File: src/verilog/hs_ad_da_pkg.sv
/* AD/DA loop shared definitions
   Register map, field widths, config and statistics structs */
`default_nettype none

package hs_ad_da_pkg;

    // ------------------------------
    // Data path widths
    // ------------------------------
    localparam int sample_w   = 8;
    localparam int addr_w     = 8;
    localparam int rom_depth  = 256;
    localparam int otr_cnt_w  = 16;
    localparam int div_w      = 8;
    localparam int step_w     = addr_w;

    // ------------------------------
    // APB bus and register map
    // ------------------------------
    localparam int apb_addr_w = 8;
    localparam int apb_data_w = 32;

    localparam logic [apb_addr_w-1:0] reg_ctrl   = 8'h00;
    localparam logic [apb_addr_w-1:0] reg_step   = 8'h04;
    localparam logic [apb_addr_w-1:0] reg_div    = 8'h08;
    localparam logic [apb_addr_w-1:0] reg_last   = 8'h0C;
    localparam logic [apb_addr_w-1:0] reg_minmax = 8'h10;
    localparam logic [apb_addr_w-1:0] reg_otr    = 8'h14;

    // Bit positions in reg_ctrl
    localparam int ctrl_da_en_bit = 0;
    localparam int ctrl_ad_en_bit = 1;
    localparam int ctrl_clr_bit   = 2;

    // Configuration from the register file, 26 bits
    typedef struct packed {
        logic              da_en;
        logic              ad_en;
        logic [step_w-1:0] da_step;
        logic [div_w-1:0]  da_div;
        logic [div_w-1:0]  ad_div;
    } ctrl_cfg_t;

    // Capture statistics, 40 bits
    typedef struct packed {
        logic [sample_w-1:0]  last;
        logic [sample_w-1:0]  min_val;
        logic [sample_w-1:0]  max_val;
        logic [otr_cnt_w-1:0] otr_cnt;
    } ad_stat_t;

    // APB slave states
    typedef enum logic [1:0] {
        idle,
        access,
        done
    } apb_state_t;

endpackage

`default_nettype wire

File: src/verilog/wave_rom.sv
/* Waveform ROM, 256 x 8, synchronous read
   Holds a triangle table computed when the design is built */
`timescale 1ns/1ps
`default_nettype none

module wave_rom (
    input  wire                               sys_clk,
    input  wire [hs_ad_da_pkg::addr_w-1:0]    rom_addr,
    output logic [hs_ad_da_pkg::sample_w-1:0] rom_data
);
    import hs_ad_da_pkg::*;

    // Table storage
    logic [sample_w-1:0] rom_mem [rom_depth];

    // Triangle rule
    // rising half 2a, falling half 2(depth-1-a)+1, all values distinct
    function automatic int unsigned tri_value(input int unsigned a, input int unsigned depth);
        if (a < depth / 2) begin
            return 2 * a;
        end
        return 2 * (depth - 1 - a) + 1;
    endfunction

    // ------------------------------
    // Table fill
    // ------------------------------
    initial begin
        for (int a = 0; a < rom_depth; a++) begin
            rom_mem[a] = sample_w'(tri_value(a, rom_depth));
        end
    end

    // ------------------------------
    // Registered read port
    // ------------------------------
    // One cycle latency from address to data
    always_ff @(posedge sys_clk) begin
        rom_data <= rom_mem[rom_addr];
    end

endmodule

`default_nettype wire

File: src/verilog/sample_timer.sv
/* Sample tick generator
   Divides sys_clk into DAC and ADC sample ticks, flags the ADC clock midpoint */
`timescale 1ns/1ps
`default_nettype none

module sample_timer (
    input  wire                      sys_clk,
    input  wire                      arst_n,
    input  wire hs_ad_da_pkg::ctrl_cfg_t cfg,
    output logic                     da_tick,
    output logic                     ad_tick,
    output logic                     ad_half
);
    import hs_ad_da_pkg::*;

    // Channel 0 is DAC, channel 1 is ADC
    logic             ch_en   [2];
    logic [div_w-1:0] ch_div  [2];
    logic [div_w-1:0] ch_cnt  [2];
    logic             ch_run  [2];
    logic             ch_tick [2];
    // ADC high phase length and the count value where it ends
    logic [div_w-1:0] ad_hi_len;
    logic [div_w-1:0] ad_mid;

    assign ch_en[0]  = cfg.da_en;
    assign ch_en[1]  = cfg.ad_en;
    assign ch_div[0] = cfg.da_div;
    assign ch_div[1] = cfg.ad_div;

    // ------------------------------
    // Down-counters
    // ------------------------------
    for (genvar i = 0; i < 2; i++) begin : g_ch
        // Held at zero while off
        // first enabled cycle reloads, so first tick lands div+1 cycles later
        always_ff @(posedge sys_clk or negedge arst_n) begin
            if (!arst_n) begin
                ch_cnt[i] <= '0;
                ch_run[i] <= 1'b0;
            end else if (!ch_en[i]) begin
                ch_cnt[i] <= '0;
                ch_run[i] <= 1'b0;
            end else begin
                ch_run[i] <= 1'b1;
                if (ch_cnt[i] == '0) begin
                    ch_cnt[i] <= ch_div[i];
                end else begin
                    ch_cnt[i] <= ch_cnt[i] - 1'b1;
                end
            end
        end

        // Tick on terminal count once running
        assign ch_tick[i] = ch_en[i] && ch_run[i] && (ch_cnt[i] == '0);
    end

    assign da_tick = ch_tick[0];
    assign ad_tick = ch_tick[1];

    // ------------------------------
    // ADC clock midpoint
    // ------------------------------
    // High for half the period, rounded down, at least one cycle
    assign ad_hi_len = (cfg.ad_div == '0) ? div_w'(1)
                                           : div_w'(((div_w+1)'(cfg.ad_div) + 1'b1) >> 1);
    // Count value seen in the last high cycle
    assign ad_mid    = cfg.ad_div - ad_hi_len + div_w'(1);
    assign ad_half   = ch_en[1] && ch_run[1] && (ch_cnt[1] == ad_mid);

endmodule

`default_nettype wire

File: src/verilog/da_wave_send.sv
/* DAC waveform sender
   Steps the ROM phase address and drives DAC data with its sample clock */
`timescale 1ns/1ps
`default_nettype none

module da_wave_send (
    input  wire                               sys_clk,
    input  wire                               arst_n,
    input  wire                               da_en,
    input  wire [hs_ad_da_pkg::step_w-1:0]    da_step,
    input  wire                               da_tick,
    output logic [hs_ad_da_pkg::addr_w-1:0]   rom_addr,
    input  wire [hs_ad_da_pkg::sample_w-1:0]  rom_data,
    output logic                              da_clk,
    output logic [hs_ad_da_pkg::sample_w-1:0] da_data
);
    import hs_ad_da_pkg::*;

    // Phase accumulator, wraps mod 256
    logic [addr_w-1:0] phase;
    // Tick delayed to line up with ROM output
    logic              tick_d;

    // Current phase goes straight to the ROM
    assign rom_addr = phase;

    always_ff @(posedge sys_clk or negedge arst_n) begin
        if (!arst_n) begin
            phase   <= '0;
            tick_d  <= 1'b0;
            da_clk  <= 1'b0;
            da_data <= '0;
        end else begin
            tick_d <= da_tick;
            // One-cycle strobe, same cycle as new data
            da_clk <= tick_d;
            if (tick_d) begin
                da_data <= rom_data;
            end
            // Restart at address 0 when disabled
            if (!da_en) begin
                phase <= '0;
            end else if (da_tick) begin
                phase <= phase + da_step;
            end
        end
    end

endmodule

`default_nettype wire

File: src/verilog/ad_wave_rec.sv
/* ADC sample receiver
   Drives the ADC clock, captures samples and keeps last/min/max/out-of-range stats */
`timescale 1ns/1ps
`default_nettype none

module ad_wave_rec (
    input  wire                              sys_clk,
    input  wire                              arst_n,
    input  wire                              ad_tick,
    input  wire                              ad_half,
    input  wire                              stat_clr,
    input  wire [hs_ad_da_pkg::sample_w-1:0] ad_data,
    input  wire                              ad_otr,
    output logic                             ad_clk,
    output hs_ad_da_pkg::ad_stat_t           stat
);
    import hs_ad_da_pkg::*;

    // ------------------------------
    // ADC clock
    // ------------------------------
    // Rises on tick, falls at midpoint
    // tick wins when both coincide, i.e. divider of zero
    always_ff @(posedge sys_clk or negedge arst_n) begin
        if (!arst_n) begin
            ad_clk <= 1'b0;
        end else if (ad_tick) begin
            ad_clk <= 1'b1;
        end else if (ad_half) begin
            ad_clk <= 1'b0;
        end
    end

    // ------------------------------
    // Capture and statistics
    // ------------------------------
    // Same edge that raises ad_clk samples the bus
    always_ff @(posedge sys_clk or negedge arst_n) begin
        if (!arst_n) begin
            stat.last    <= '0;
            stat.min_val <= '1;
            stat.max_val <= '0;
            stat.otr_cnt <= '0;
        end else begin
            // Last value survives a clear
            if (ad_tick) begin
                stat.last <= ad_data;
            end
            if (stat_clr) begin
                stat.min_val <= '1;
                stat.max_val <= '0;
                stat.otr_cnt <= '0;
            end else if (ad_tick) begin
                // Running extremes
                if (ad_data < stat.min_val) begin
                    stat.min_val <= ad_data;
                end
                if (ad_data > stat.max_val) begin
                    stat.max_val <= ad_data;
                end
                // Saturating out-of-range count
                if (ad_otr && (stat.otr_cnt != '1)) begin
                    stat.otr_cnt <= stat.otr_cnt + 1'b1;
                end
            end
        end
    end

endmodule

`default_nettype wire

File: src/verilog/apb_ctrl_fsm.sv
/* APB slave for the AD/DA loop
   One wait state per access, config registers, clear pulse and stats readback */
`timescale 1ns/1ps
`default_nettype none

module apb_ctrl_fsm (
    input  wire                                 sys_clk,
    input  wire                                 arst_n,
    input  wire [hs_ad_da_pkg::apb_addr_w-1:0]  paddr,
    input  wire                                 psel,
    input  wire                                 penable,
    input  wire                                 pwrite,
    input  wire [hs_ad_da_pkg::apb_data_w-1:0]  pwdata,
    output logic [hs_ad_da_pkg::apb_data_w-1:0] prdata,
    output logic                                pready,
    output logic                                pslverr,
    output hs_ad_da_pkg::ctrl_cfg_t             cfg,
    output logic                                stat_clr,
    input  wire hs_ad_da_pkg::ad_stat_t         stat
);
    import hs_ad_da_pkg::*;

    apb_state_t            state;
    logic [apb_data_w-1:0] rd_word;
    logic                  addr_err;
    logic                  ro_hit;
    logic                  acc_err;
    logic                  acc_start;

    // First access cycle
    assign acc_start = (state == idle) && psel && penable;

    // ------------------------------
    // Address decode and read mux
    // ------------------------------
    always_comb begin
        rd_word  = '0;
        addr_err = 1'b0;
        ro_hit   = 1'b0;
        case (paddr)
            reg_ctrl: begin
                // Clear bit always reads back as zero
                rd_word[ctrl_da_en_bit] = cfg.da_en;
                rd_word[ctrl_ad_en_bit] = cfg.ad_en;
            end
            reg_step: rd_word[step_w-1:0] = cfg.da_step;
            reg_div:  rd_word[2*div_w-1:0] = {cfg.ad_div, cfg.da_div};
            reg_last: begin
                rd_word[sample_w-1:0] = stat.last;
                ro_hit                = 1'b1;
            end
            reg_minmax: begin
                rd_word[2*sample_w-1:0] = {stat.max_val, stat.min_val};
                ro_hit                  = 1'b1;
            end
            reg_otr: begin
                rd_word[otr_cnt_w-1:0] = stat.otr_cnt;
                ro_hit                 = 1'b1;
            end
            default: addr_err = 1'b1;
        endcase
    end

    // Unmapped, or write to a status register
    assign acc_err = addr_err || (pwrite && ro_hit);

    // ------------------------------
    // Handshake FSM
    // ------------------------------
    // idle sees first access cycle, access drives pready, done lets the bus settle
    always_ff @(posedge sys_clk or negedge arst_n) begin
        if (!arst_n) begin
            state   <= idle;
            pready  <= 1'b0;
            pslverr <= 1'b0;
        end else begin
            case (state)
                idle: begin
                    if (acc_start) begin
                        state   <= access;
                        pready  <= 1'b1;
                        pslverr <= acc_err;
                    end
                end
                access: begin
                    state   <= done;
                    pready  <= 1'b0;
                    pslverr <= 1'b0;
                end
                done:    state <= idle;
                default: state <= idle;
            endcase
        end
    end

    // Stats snapshot from first access cycle
    always_ff @(posedge sys_clk) begin
        if (acc_start) begin
            prdata <= rd_word;
        end
    end

    // ------------------------------
    // Config register file
    // ------------------------------
    // Written at the end of the pready cycle
    always_ff @(posedge sys_clk or negedge arst_n) begin
        if (!arst_n) begin
            cfg      <= '0;
            stat_clr <= 1'b0;
        end else begin
            stat_clr <= 1'b0;
            if ((state == access) && pwrite && !pslverr) begin
                case (paddr)
                    reg_ctrl: begin
                        cfg.da_en <= pwdata[ctrl_da_en_bit];
                        cfg.ad_en <= pwdata[ctrl_ad_en_bit];
                        stat_clr  <= pwdata[ctrl_clr_bit];
                    end
                    reg_step: cfg.da_step <= pwdata[step_w-1:0];
                    reg_div: begin
                        cfg.da_div <= pwdata[div_w-1:0];
                        cfg.ad_div <= pwdata[2*div_w-1:div_w];
                    end
                    default: ;
                endcase
            end
        end
    end

endmodule

`default_nettype wire

File: src/verilog/hs_ad_da.sv
/* High-speed AD/DA loop top level
   APB control, sample timer, waveform ROM, DAC sender and ADC receiver */
`timescale 1ns/1ps
`default_nettype none

module hs_ad_da (
    input  wire                                 sys_clk,
    input  wire                                 arst_n,
    // APB slave
    input  wire [hs_ad_da_pkg::apb_addr_w-1:0]  paddr,
    input  wire                                 psel,
    input  wire                                 penable,
    input  wire                                 pwrite,
    input  wire [hs_ad_da_pkg::apb_data_w-1:0]  pwdata,
    output logic [hs_ad_da_pkg::apb_data_w-1:0] prdata,
    output logic                                pready,
    output logic                                pslverr,
    // DAC pins
    output logic                                da_clk,
    output logic [hs_ad_da_pkg::sample_w-1:0]   da_data,
    // ADC pins, otr high means input out of range
    input  wire [hs_ad_da_pkg::sample_w-1:0]    ad_data,
    input  wire                                 ad_otr,
    output logic                                ad_clk
);
    import hs_ad_da_pkg::*;

    ctrl_cfg_t           cfg;
    ad_stat_t            stat;
    logic                stat_clr;
    logic                da_tick;
    logic                ad_tick;
    logic                ad_half;
    logic [addr_w-1:0]   rom_addr;
    logic [sample_w-1:0] rom_data;

    // Register access
    apb_ctrl_fsm u_apb_ctrl_fsm (
        .sys_clk  (sys_clk),
        .arst_n   (arst_n),
        .paddr    (paddr),
        .psel     (psel),
        .penable  (penable),
        .pwrite   (pwrite),
        .pwdata   (pwdata),
        .prdata   (prdata),
        .pready   (pready),
        .pslverr  (pslverr),
        .cfg      (cfg),
        .stat_clr (stat_clr),
        .stat     (stat)
    );

    // Sample rate dividers
    sample_timer u_sample_timer (
        .sys_clk (sys_clk),
        .arst_n  (arst_n),
        .cfg     (cfg),
        .da_tick (da_tick),
        .ad_tick (ad_tick),
        .ad_half (ad_half)
    );

    // Triangle table
    wave_rom u_wave_rom (
        .sys_clk  (sys_clk),
        .rom_addr (rom_addr),
        .rom_data (rom_data)
    );

    // DAC output path
    da_wave_send u_da_wave_send (
        .sys_clk  (sys_clk),
        .arst_n   (arst_n),
        .da_en    (cfg.da_en),
        .da_step  (cfg.da_step),
        .da_tick  (da_tick),
        .rom_addr (rom_addr),
        .rom_data (rom_data),
        .da_clk   (da_clk),
        .da_data  (da_data)
    );

    // ADC capture path
    ad_wave_rec u_ad_wave_rec (
        .sys_clk  (sys_clk),
        .arst_n   (arst_n),
        .ad_tick  (ad_tick),
        .ad_half  (ad_half),
        .stat_clr (stat_clr),
        .ad_data  (ad_data),
        .ad_otr   (ad_otr),
        .ad_clk   (ad_clk),
        .stat     (stat)
    );

endmodule

`default_nettype wire

File: config.mk
export PLATFORM = sky130hd
export DESIGN_NAME = hs_ad_da
export DESIGN_NICKNAME = d
export VERILOG_FILES = /design/src/verilog/hs_ad_da_pkg.sv /design/src/verilog/wave_rom.sv /design/src/verilog/sample_timer.sv /design/src/verilog/da_wave_send.sv /design/src/verilog/ad_wave_rec.sv /design/src/verilog/apb_ctrl_fsm.sv /design/src/verilog/hs_ad_da.sv
export SDC_FILE = /design/constraint.sdc
export NUM_CORES = 1
export LEC_CHECK = 0
export ABC_AREA = 1
export BUFFER_PORTS_ARGS = -buffer_cell sky130_fd_sc_hd__buf_2
export CAP_MARGIN = 25
export CORE_MARGIN = 5
export CORE_UTILIZATION = 60
export CTS_BUF_LIST = sky130_fd_sc_hd__clkbuf_8
export CTS_CLUSTER_DIAMETER = 120
export DETAILED_ROUTE_END_ITERATION = 16
export PLACE_DENSITY = 0.82
export SLEW_MARGIN = 20
export SYNTH_ARGS = -nofsm -noshare
export SYNTH_HDL_FRONTEND = slang
export SYNTH_HIERARCHICAL = 1
export SYNTH_SLANG_ARGS = --single-unit
File: constraint.sdc
create_clock -name sys_clk -period 4.05 [get_ports sys_clk]
set_input_delay 0.405 -clock sys_clk [delete_from_list [all_inputs] [get_ports sys_clk]]
set_output_delay 0.405 -clock sys_clk [all_outputs]
set_load 0.1 [all_outputs]
Word-level counts from Yosys, hierarchy flattened
Memory sizes are Yosys's and may differ from the RTL's. A register that Yosys moved wholly into a read port is not among the register bits.
Index checks and enable logic that the tools add are counted.
- output and inout port bits: 44
- memories kept: 1
- memory bits (read-only): 2048
- input bits: 54
- register bits after elaboration: 124
- word-level logic and storage cells: 105
- memory list (memory ; depth ; width ; read ports ; clocked after Yosys merged registers in ; write ports ; RTL line ; RTL):
    u_wave_rom.rom_mem ; 256 ; 8 ; 1 ; 1 ; 0 ; wave_rom.sv:14 ; logic [sample_w-1:0] rom_mem [rom_depth];
- equality and inequality tests: 10
- add/subtract/negate cells: 7
- mux-type cells: 29
- $lt $le $gt $ge: 2
- reductions and logical operators: 33
- operators with widths (cell ; count):
    8-bit two-way mux ; 9
    32-bit two-way mux ; 2
    8-bit zero test ; 4
    6-bit case mux with 5 select lines ; 1
    8-bit case mux with 3 select lines ; 1
    16-bit by 1-bit adder with 16-bit output, second input constant ; 1
    8-bit by 4-bit == test with 1-bit output, second input constant ; 2
    8-bit by 5-bit == test with 1-bit output, second input constant ; 2
    16-bit two-way mux ; 1
    16-bit != test, second input constant ; 1
    8-bit by 1-bit subtractor with 8-bit output, second input constant ; 2
    2-bit AND reduction ; 7
    2-bit case mux with 6 select lines ; 1
    2-bit nonzero test ; 6
    1-bit logical AND ; 11
    1-bit two-way mux ; 10
    8-bit by 1-bit adder with 9-bit output, second input constant ; 1
    8-bit by 1-bit adder with 8-bit output, second input constant ; 1
    8-bit adder ; 1
    8-bit by 3-bit == test with 1-bit output, second input constant ; 1
    8-bit == test ; 1
    8-bit greater-than comparator ; 1
    8-bit less-than comparator ; 1
    8-bit subtractor ; 1
    10 further kinds ; 12

Depth between registers and ports, before layout
- depth in word-level cells: 8
- depth in mapped cells: 19
- depth with buffers taken out: 19

Cells and area by module
The synthesis kept the hierarchy.
- modules (own cells, without submodules) (module ; cells each ; sequential area each (µm²) ; area each (µm²) ; times used):
    ad_wave_rec ; 339 ; 1036.0 ; 2526.2 ; 1
    apb_ctrl_fsm ; 290 ; 1256.2 ; 2448.6 ; 1
    sample_timer ; 237 ; 450.4 ; 1632.8 ; 1
    da_wave_send ; 99 ; 450.4 ; 953.4 ; 1
    wave_rom ; 38 ; 160.2 ; 280.3 ; 1

Worst setup path before layout
No wires, ideal clock.
- kind: flip-flop to flip-flop
- from: register u_apb_ctrl_fsm/cfg[1] (netlist name)
- to: register u_ad_wave_rec.ad_clk
- clock period less this slack: 2.487 ns
- path buffers: 0
- data required time: 3.909 ns
- stages on the path, launching flop included: 19
- data arrival time: 2.346 ns
- setup slack: 1.563 ns
- library setup time: 0.141 ns
- path through: dfrtp_1 nand2_1 xor2_1 inv_1 ha_1 inv_1 ha_1 inv_1 fa_1 inv_1 nand2_1 nand2_1 nand3_1 nor2_1 nand3_1 nor2_1 nand3_1 nor2_1 o21ai_0
- longest elaborated chain between the ends: 7
- elaborated cells between the ends (all ways): 8
- those cells by class: add/sub (3); eq/ne (1); mux (1); reduce/logical (3)
- RTL lines (what ; RTL line ; RTL):
    8-bit by 1-bit adder with 9-bit output or 8-bit zero test (tied branches) ; sample_timer.sv:66, sample_timer.sv:65 ;
    8-bit two-way mux ; sample_timer.sv:65 ; assign ad_hi_len = (cfg.ad_div == '0) ? div_w'(1)
    8-bit subtractor * ; sample_timer.sv:68 ; assign ad_mid = cfg.ad_div - ad_hi_len + div_w'(1);
    8-bit by 1-bit adder with 8-bit output * ; sample_timer.sv:68 ;
    8-bit == test * ; sample_timer.sv:69 ; assign ad_half = ch_en[1] && ch_run[1] && (ch_cnt[1] == ad_mid);
    1-bit logical AND * ; sample_timer.sv:69 ;
    net ad_half ; hs_ad_da.sv:33 ; logic ad_half;
    2-bit nonzero test (no line) * ; n/a ;
    to (signal assigned) ; ad_wave_rec.sv:26 ; ad_clk <= 1'b0;
    to (signal assigned) ; ad_wave_rec.sv:28 ; ad_clk <= 1'b1;
    to (signal assigned) ; ad_wave_rec.sv:30 ; ad_clk <= 1'b0;
    to (decl) ; ad_wave_rec.sv:14 ; output logic ad_clk,
The timed path passes the listed nets; every way through them passes the cells marked *.
A chain may end at the register's enable or synchronous reset.

Worst setup path in the final report
- from: register u_apb_ctrl_fsm/cfg[2] (netlist name)
- to: register u_ad_wave_rec.ad_clk
- longest elaborated chain between the ends: 7
- elaborated cells between the ends (all ways): 8
- those cells by class: add/sub (3); eq/ne (1); mux (1); reduce/logical (3)
- RTL lines (what ; RTL line):
    8-bit by 1-bit adder with 9-bit output or 8-bit zero test (tied branches) ; sample_timer.sv:66, sample_timer.sv:65
    8-bit two-way mux ; sample_timer.sv:65
    8-bit subtractor * ; sample_timer.sv:68
    8-bit by 1-bit adder with 8-bit output * ; sample_timer.sv:68
    8-bit == test * ; sample_timer.sv:69
    1-bit logical AND * ; sample_timer.sv:69
    net ad_half ; hs_ad_da.sv:33
    2-bit nonzero test (no line) * ; n/a
Marks and branches as above.

==> flow_summary_export.csv <==
group,metric,value,unit
synthesis,ys_top_cells_by_area,"sky130_fd_sc_hd__dfrtp_1, sky130_fd_sc_hd__nand2_1, sky130_fd_sc_hd__nand3_1",
setup_path,crit_path_max_fanout,6,
cells_and_area,filler_cell_count,1111,
sta,slew_headroom,0.383,
die,die_h,124,um
setup_path,most_frequent_cell_on_the_critical_path,"sky130_fd_sc_hd__nand2_1",
global_routing,grtUsageTotal,0.234,
route,postRouteWirelength,17900,um
placed_design,detailedPlacementHpwl,13600,um
synthesis,biggest_area_consumer_among_synthesized_cells,"sky130_fd_sc_hd__dfrtp_1",
setup_path,crit_path_max_incr_delay,0.49,ns
route,antenna_left,0,
die,fp.coreArea,0.0127,mm^2
global_routing,globalRoute.busiestLayer,"met2",
sta,report.final.setup_viol,0,
job,cap_violations,0,
cells_and_area,drive_above_1_share,0.146,
setup_path,critical-path-top-delay-family,"simple AND/OR/NAND/NOR gates",
setup_path,criticalPathCategory,"reg2reg",
synthesis,synth-main-ff-cell,"sky130_fd_sc_hd__dfrtp_1",
sta,setup_tns,0,ns
route,detailroute.via_count,6729,
global_routing,grt.met3_usage,0.0493,
power,power,0.00274,W
global_routing,grt_pass1_wl,29800,um
hold_path,hold_path.class,"in2reg",
placed_design,finalWeightedCongestion,0.946,
power,cellLeakagePower,4.62,nW
setup_path,reg2reg_to,"u_ad_wave_rec/ad_clk",
sta,period_needed,2.79,ns
synthesis,number_of_enable_flip_flop_cells_after_synthesis,16,
cts,clock-root-buffer,"sky130_fd_sc_hd__clkbuf_8",
hold_path,timing.hold.worst_path_depth,3,
cells_and_area,finish.utilization,0.676,
synthesis,synth.cell_area,0.00784,mm^2
route,avgViaCountPerCell,5.37,
sta,hold_viol_final,0,
outcome,result_of_the_run,"completed",
setup_path,worstSetupEndpointType,"register",
die,design.die.area,0.0155,mm^2
sta,timing.final.max_slew_violations,0,
synthesis,synth.distinct_cells,50,
setup_path,critPathArrivalTime,3.10,ns
synthesis,async_set_or_reset_flop_fraction_in_the_synthesized_netlist,0.818,
cells_and_area,synthToLayoutAreaGrowth,9.69,%
die,ios,98,
synthesis,synth-warning-count,6,
sta,max_freq,358,MHz
synthesis,synth_seq_cells,132,
setup_path,worst_flop_to_flop_path_startpoint,"u_apb_ctrl_fsm/cfg[2]",
setup_path,critical_path.slowest_cell,"sky130_fd_sc_hd__dfrtp_1",
cells_and_area,fin_nets,1162,
power,power.density,318,mW/mm^2
cts,tritoncts,"done",
power,worst_ir_drop_vdd,0.169,mV
cts,clock_sink_count,132,
route,drc_errors,0,
route,dr.first_iter.drc_count,566,
die,floorplan.rows,41,
synthesis,synth.avg_cell_area,7.82,um^2
synthesis,synthDominantCellAreaShare,0.319,
cts,htree_num_levels,4,
setup_path,r2r_setup_slk,1.26,ns
global_routing,maximum_number_of_pins_on_one_net_before_global_route_repair,49,
cts,cts_buffers,17,
synthesis,ys_seq_area_frac,0.428,
sta,fin_worst_skew,0.0177,ns
global_routing,first_global_vias,6216,
placed_design,port-buffer-count,65,
cts,max-clock-path-buffers,2,
global_routing,use_met2,0.382,
global_routing,antenna_found_initial,0,
sta,min_period_over_period,0.689,
cts,cts_post_setup_buffers_inserted,0,
setup_path,worst-endpoint-required,4.36,ns
cells_and_area,multiInputGateArea,0.00383,mm^2
cells_and_area,ff_latch_area,0.00335,mm^2
setup_path,path_buf_inv,2,
hold_path,hold_start,"pwdata[13]",
setup_path,crit_chain,"inv_1 > nor2_2 > nand2_1 > nor2_1 > inv_1 > nand2_1 > nand2_1 > ha_1 > ha_1 > a21oi_1 > nand3b_1 > nand3_1 > nand2_1 > nor2_1 > nand3_1 > nor2_1 > o21ai_0",
cts,insertion_delay,0.47,ns
global_routing,total_global_routing_overflow,0,
synthesis,synthesis.instances,1003,
setup_path,startpoint_type,"register",
sta,rsz_0062_raised_after_global_routing,"no",
global_routing,grt.met1_usage,0.315,
die,initial_core_utilization,0.616,
sta,worst_hold_slack,0.169,ns
cells_and_area,insertedDiodeCount,0,
cts,clock_pin_slew_on_the_worst_setup_and_hold_paths,0.07,ns
hold_path,holdPathEnd,"u_apb_ctrl_fsm/cfg[5]",
sta,worst-slew-pin-transition,0.923,ns
route,drtPass1Iterations,5,
route,wl_per_cell,14.3,um
setup_path,r2r.worst_path.cells,17,
die,die_x,124,um
[layout make-up]
type | instances | area share
clock buffer | 17 | 0.0272
clock inverter | 15 | 0.0180
inverter | 118 | 0.0516
multi-input combinational | 728 | 0.445
sequential | 132 | 0.390
tap | 172 | 0.0250
timing repair buffer | 70 | 0.0428
[logic make-up after synthesis]
group                      synth area share
and+or+nand+nor                       0.308
buffers and inverters                0.0913
DFF                                   0.428
AOI/OAI and AO/OA                    0.0736
adders and majority gates            0.0673
xor gates and xnor gates             0.0201
muxes                                0.0115
other                              0.000478
[timing repair]
| item | 4_1_cts | 5_1_grt |
|---|---|---|
| hold buffers | 1 | 0 |
| hold endpoints to repair | 38 | 0 |
| resized for setup | 0 | 0 |
[worst max path at each step]
stage                           from                    to  cells after the start
2_1_floorplan  u_apb_ctrl_fsm/cfg[1]  u_ad_wave_rec/ad_clk                     18
3_3_place_gp   u_apb_ctrl_fsm/cfg[2]  u_ad_wave_rec/ad_clk                     17
3_5_place_dp   u_apb_ctrl_fsm/cfg[1]  u_ad_wave_rec/ad_clk                     17
4_1_cts        u_apb_ctrl_fsm/cfg[1]  u_ad_wave_rec/ad_clk                     17
5_1_grt        u_apb_ctrl_fsm/cfg[2]  u_ad_wave_rec/ad_clk                     17
6_report       u_apb_ctrl_fsm/cfg[2]  u_ad_wave_rec/ad_clk                     17
[power breakdown]
group          total (W)  internal, W  switching [W]
Clock            0.00110     0.000551       0.000550
Sequential       0.00136      0.00136     0.00000904
Combinational   0.000273    0.0000499       0.000224
Total            0.00274      0.00196       0.000783
[flip-flops by register name, summed over array words and instances (netlist names)]
signal,count
u_ad_wave_rec/ad_clk,1
u_ad_wave_rec/stat,40
u_apb_ctrl_fsm/cfg,26
u_apb_ctrl_fsm/prdata,16
u_apb_ctrl_fsm/pready,1
u_apb_ctrl_fsm/pslverr,1
u_apb_ctrl_fsm/stat_clr,1
u_apb_ctrl_fsm/state,2
u_da_wave_send/da_clk,1
u_da_wave_send/da_data,8
u_da_wave_send/rom_addr,8
u_da_wave_send/tick_d,1
u_sample_timer/ch_cnt,16
u_sample_timer/ch_run,2
u_wave_rom/rom_data,8
[through the flow]
stage	area, um^2	cells	setup WS, ns
after detailed placement	8200	1219	1.26
after global routing	8600	1252	0.980
after CTS	8600	1252	1.26
after floorplan	7900	1018	1.56
final	8600	1252	1.26
after global placement	8200	1219	1.32
[worst register-to-register path: cells and delay by family, from the launching register on]
family          cells  cell delay (ns)
buf+inv             2             0.19
compound gates      2             0.32
simple gates       11             1.02
fa+ha+maj           2             0.63
flops               1             0.49
[routing by layer]
layer | vias to the layer above | share of wire | wire length, um
met5 | - | 0 | 0
li1 | 3342 | - | -
met1 | 3145 | 0.44 | 7860
met4 | 0 | 0.016 | 288
met3 | 30 | 0.061 | 1090
met2 | 212 | 0.48 | 8670
[cell usage after synthesis, types with 13 or more instances]
library cell,n
sky130_fd_sc_hd__nand2_1,302
sky130_fd_sc_hd__nand3_1,121
sky130_fd_sc_hd__inv_1,113
sky130_fd_sc_hd__dfrtp_1,100
sky130_fd_sc_hd__nor2_1,64
sky130_fd_sc_hd__ha_1,39
sky130_fd_sc_hd__a21oi_1,34
sky130_fd_sc_hd__o21ai_0,33
sky130_fd_sc_hd__buf_4,18
sky130_fd_sc_hd__edfxtp_1,16
sky130_fd_sc_hd__nand4_1,16
sky130_fd_sc_hd__xor2_1,14
sky130_fd_sc_hd__o21ai_2,13
[cell usage in the layout (no fill, tap or decap), drive strengths merged, types with 16 or more instances in the layout]
cell type  Yosys  layout
edfxtp        16      16
o21ai         48      48
a21oi         35      35
buf           33      69
ha            39      39
clkbuf         7      17
nand4         16      16
nand3        123     123
inv          117     123
dfrtp        100     100
nor2          74      74
conb           1      16
nand2        309     309
Power figures use the tool's default switching activity.
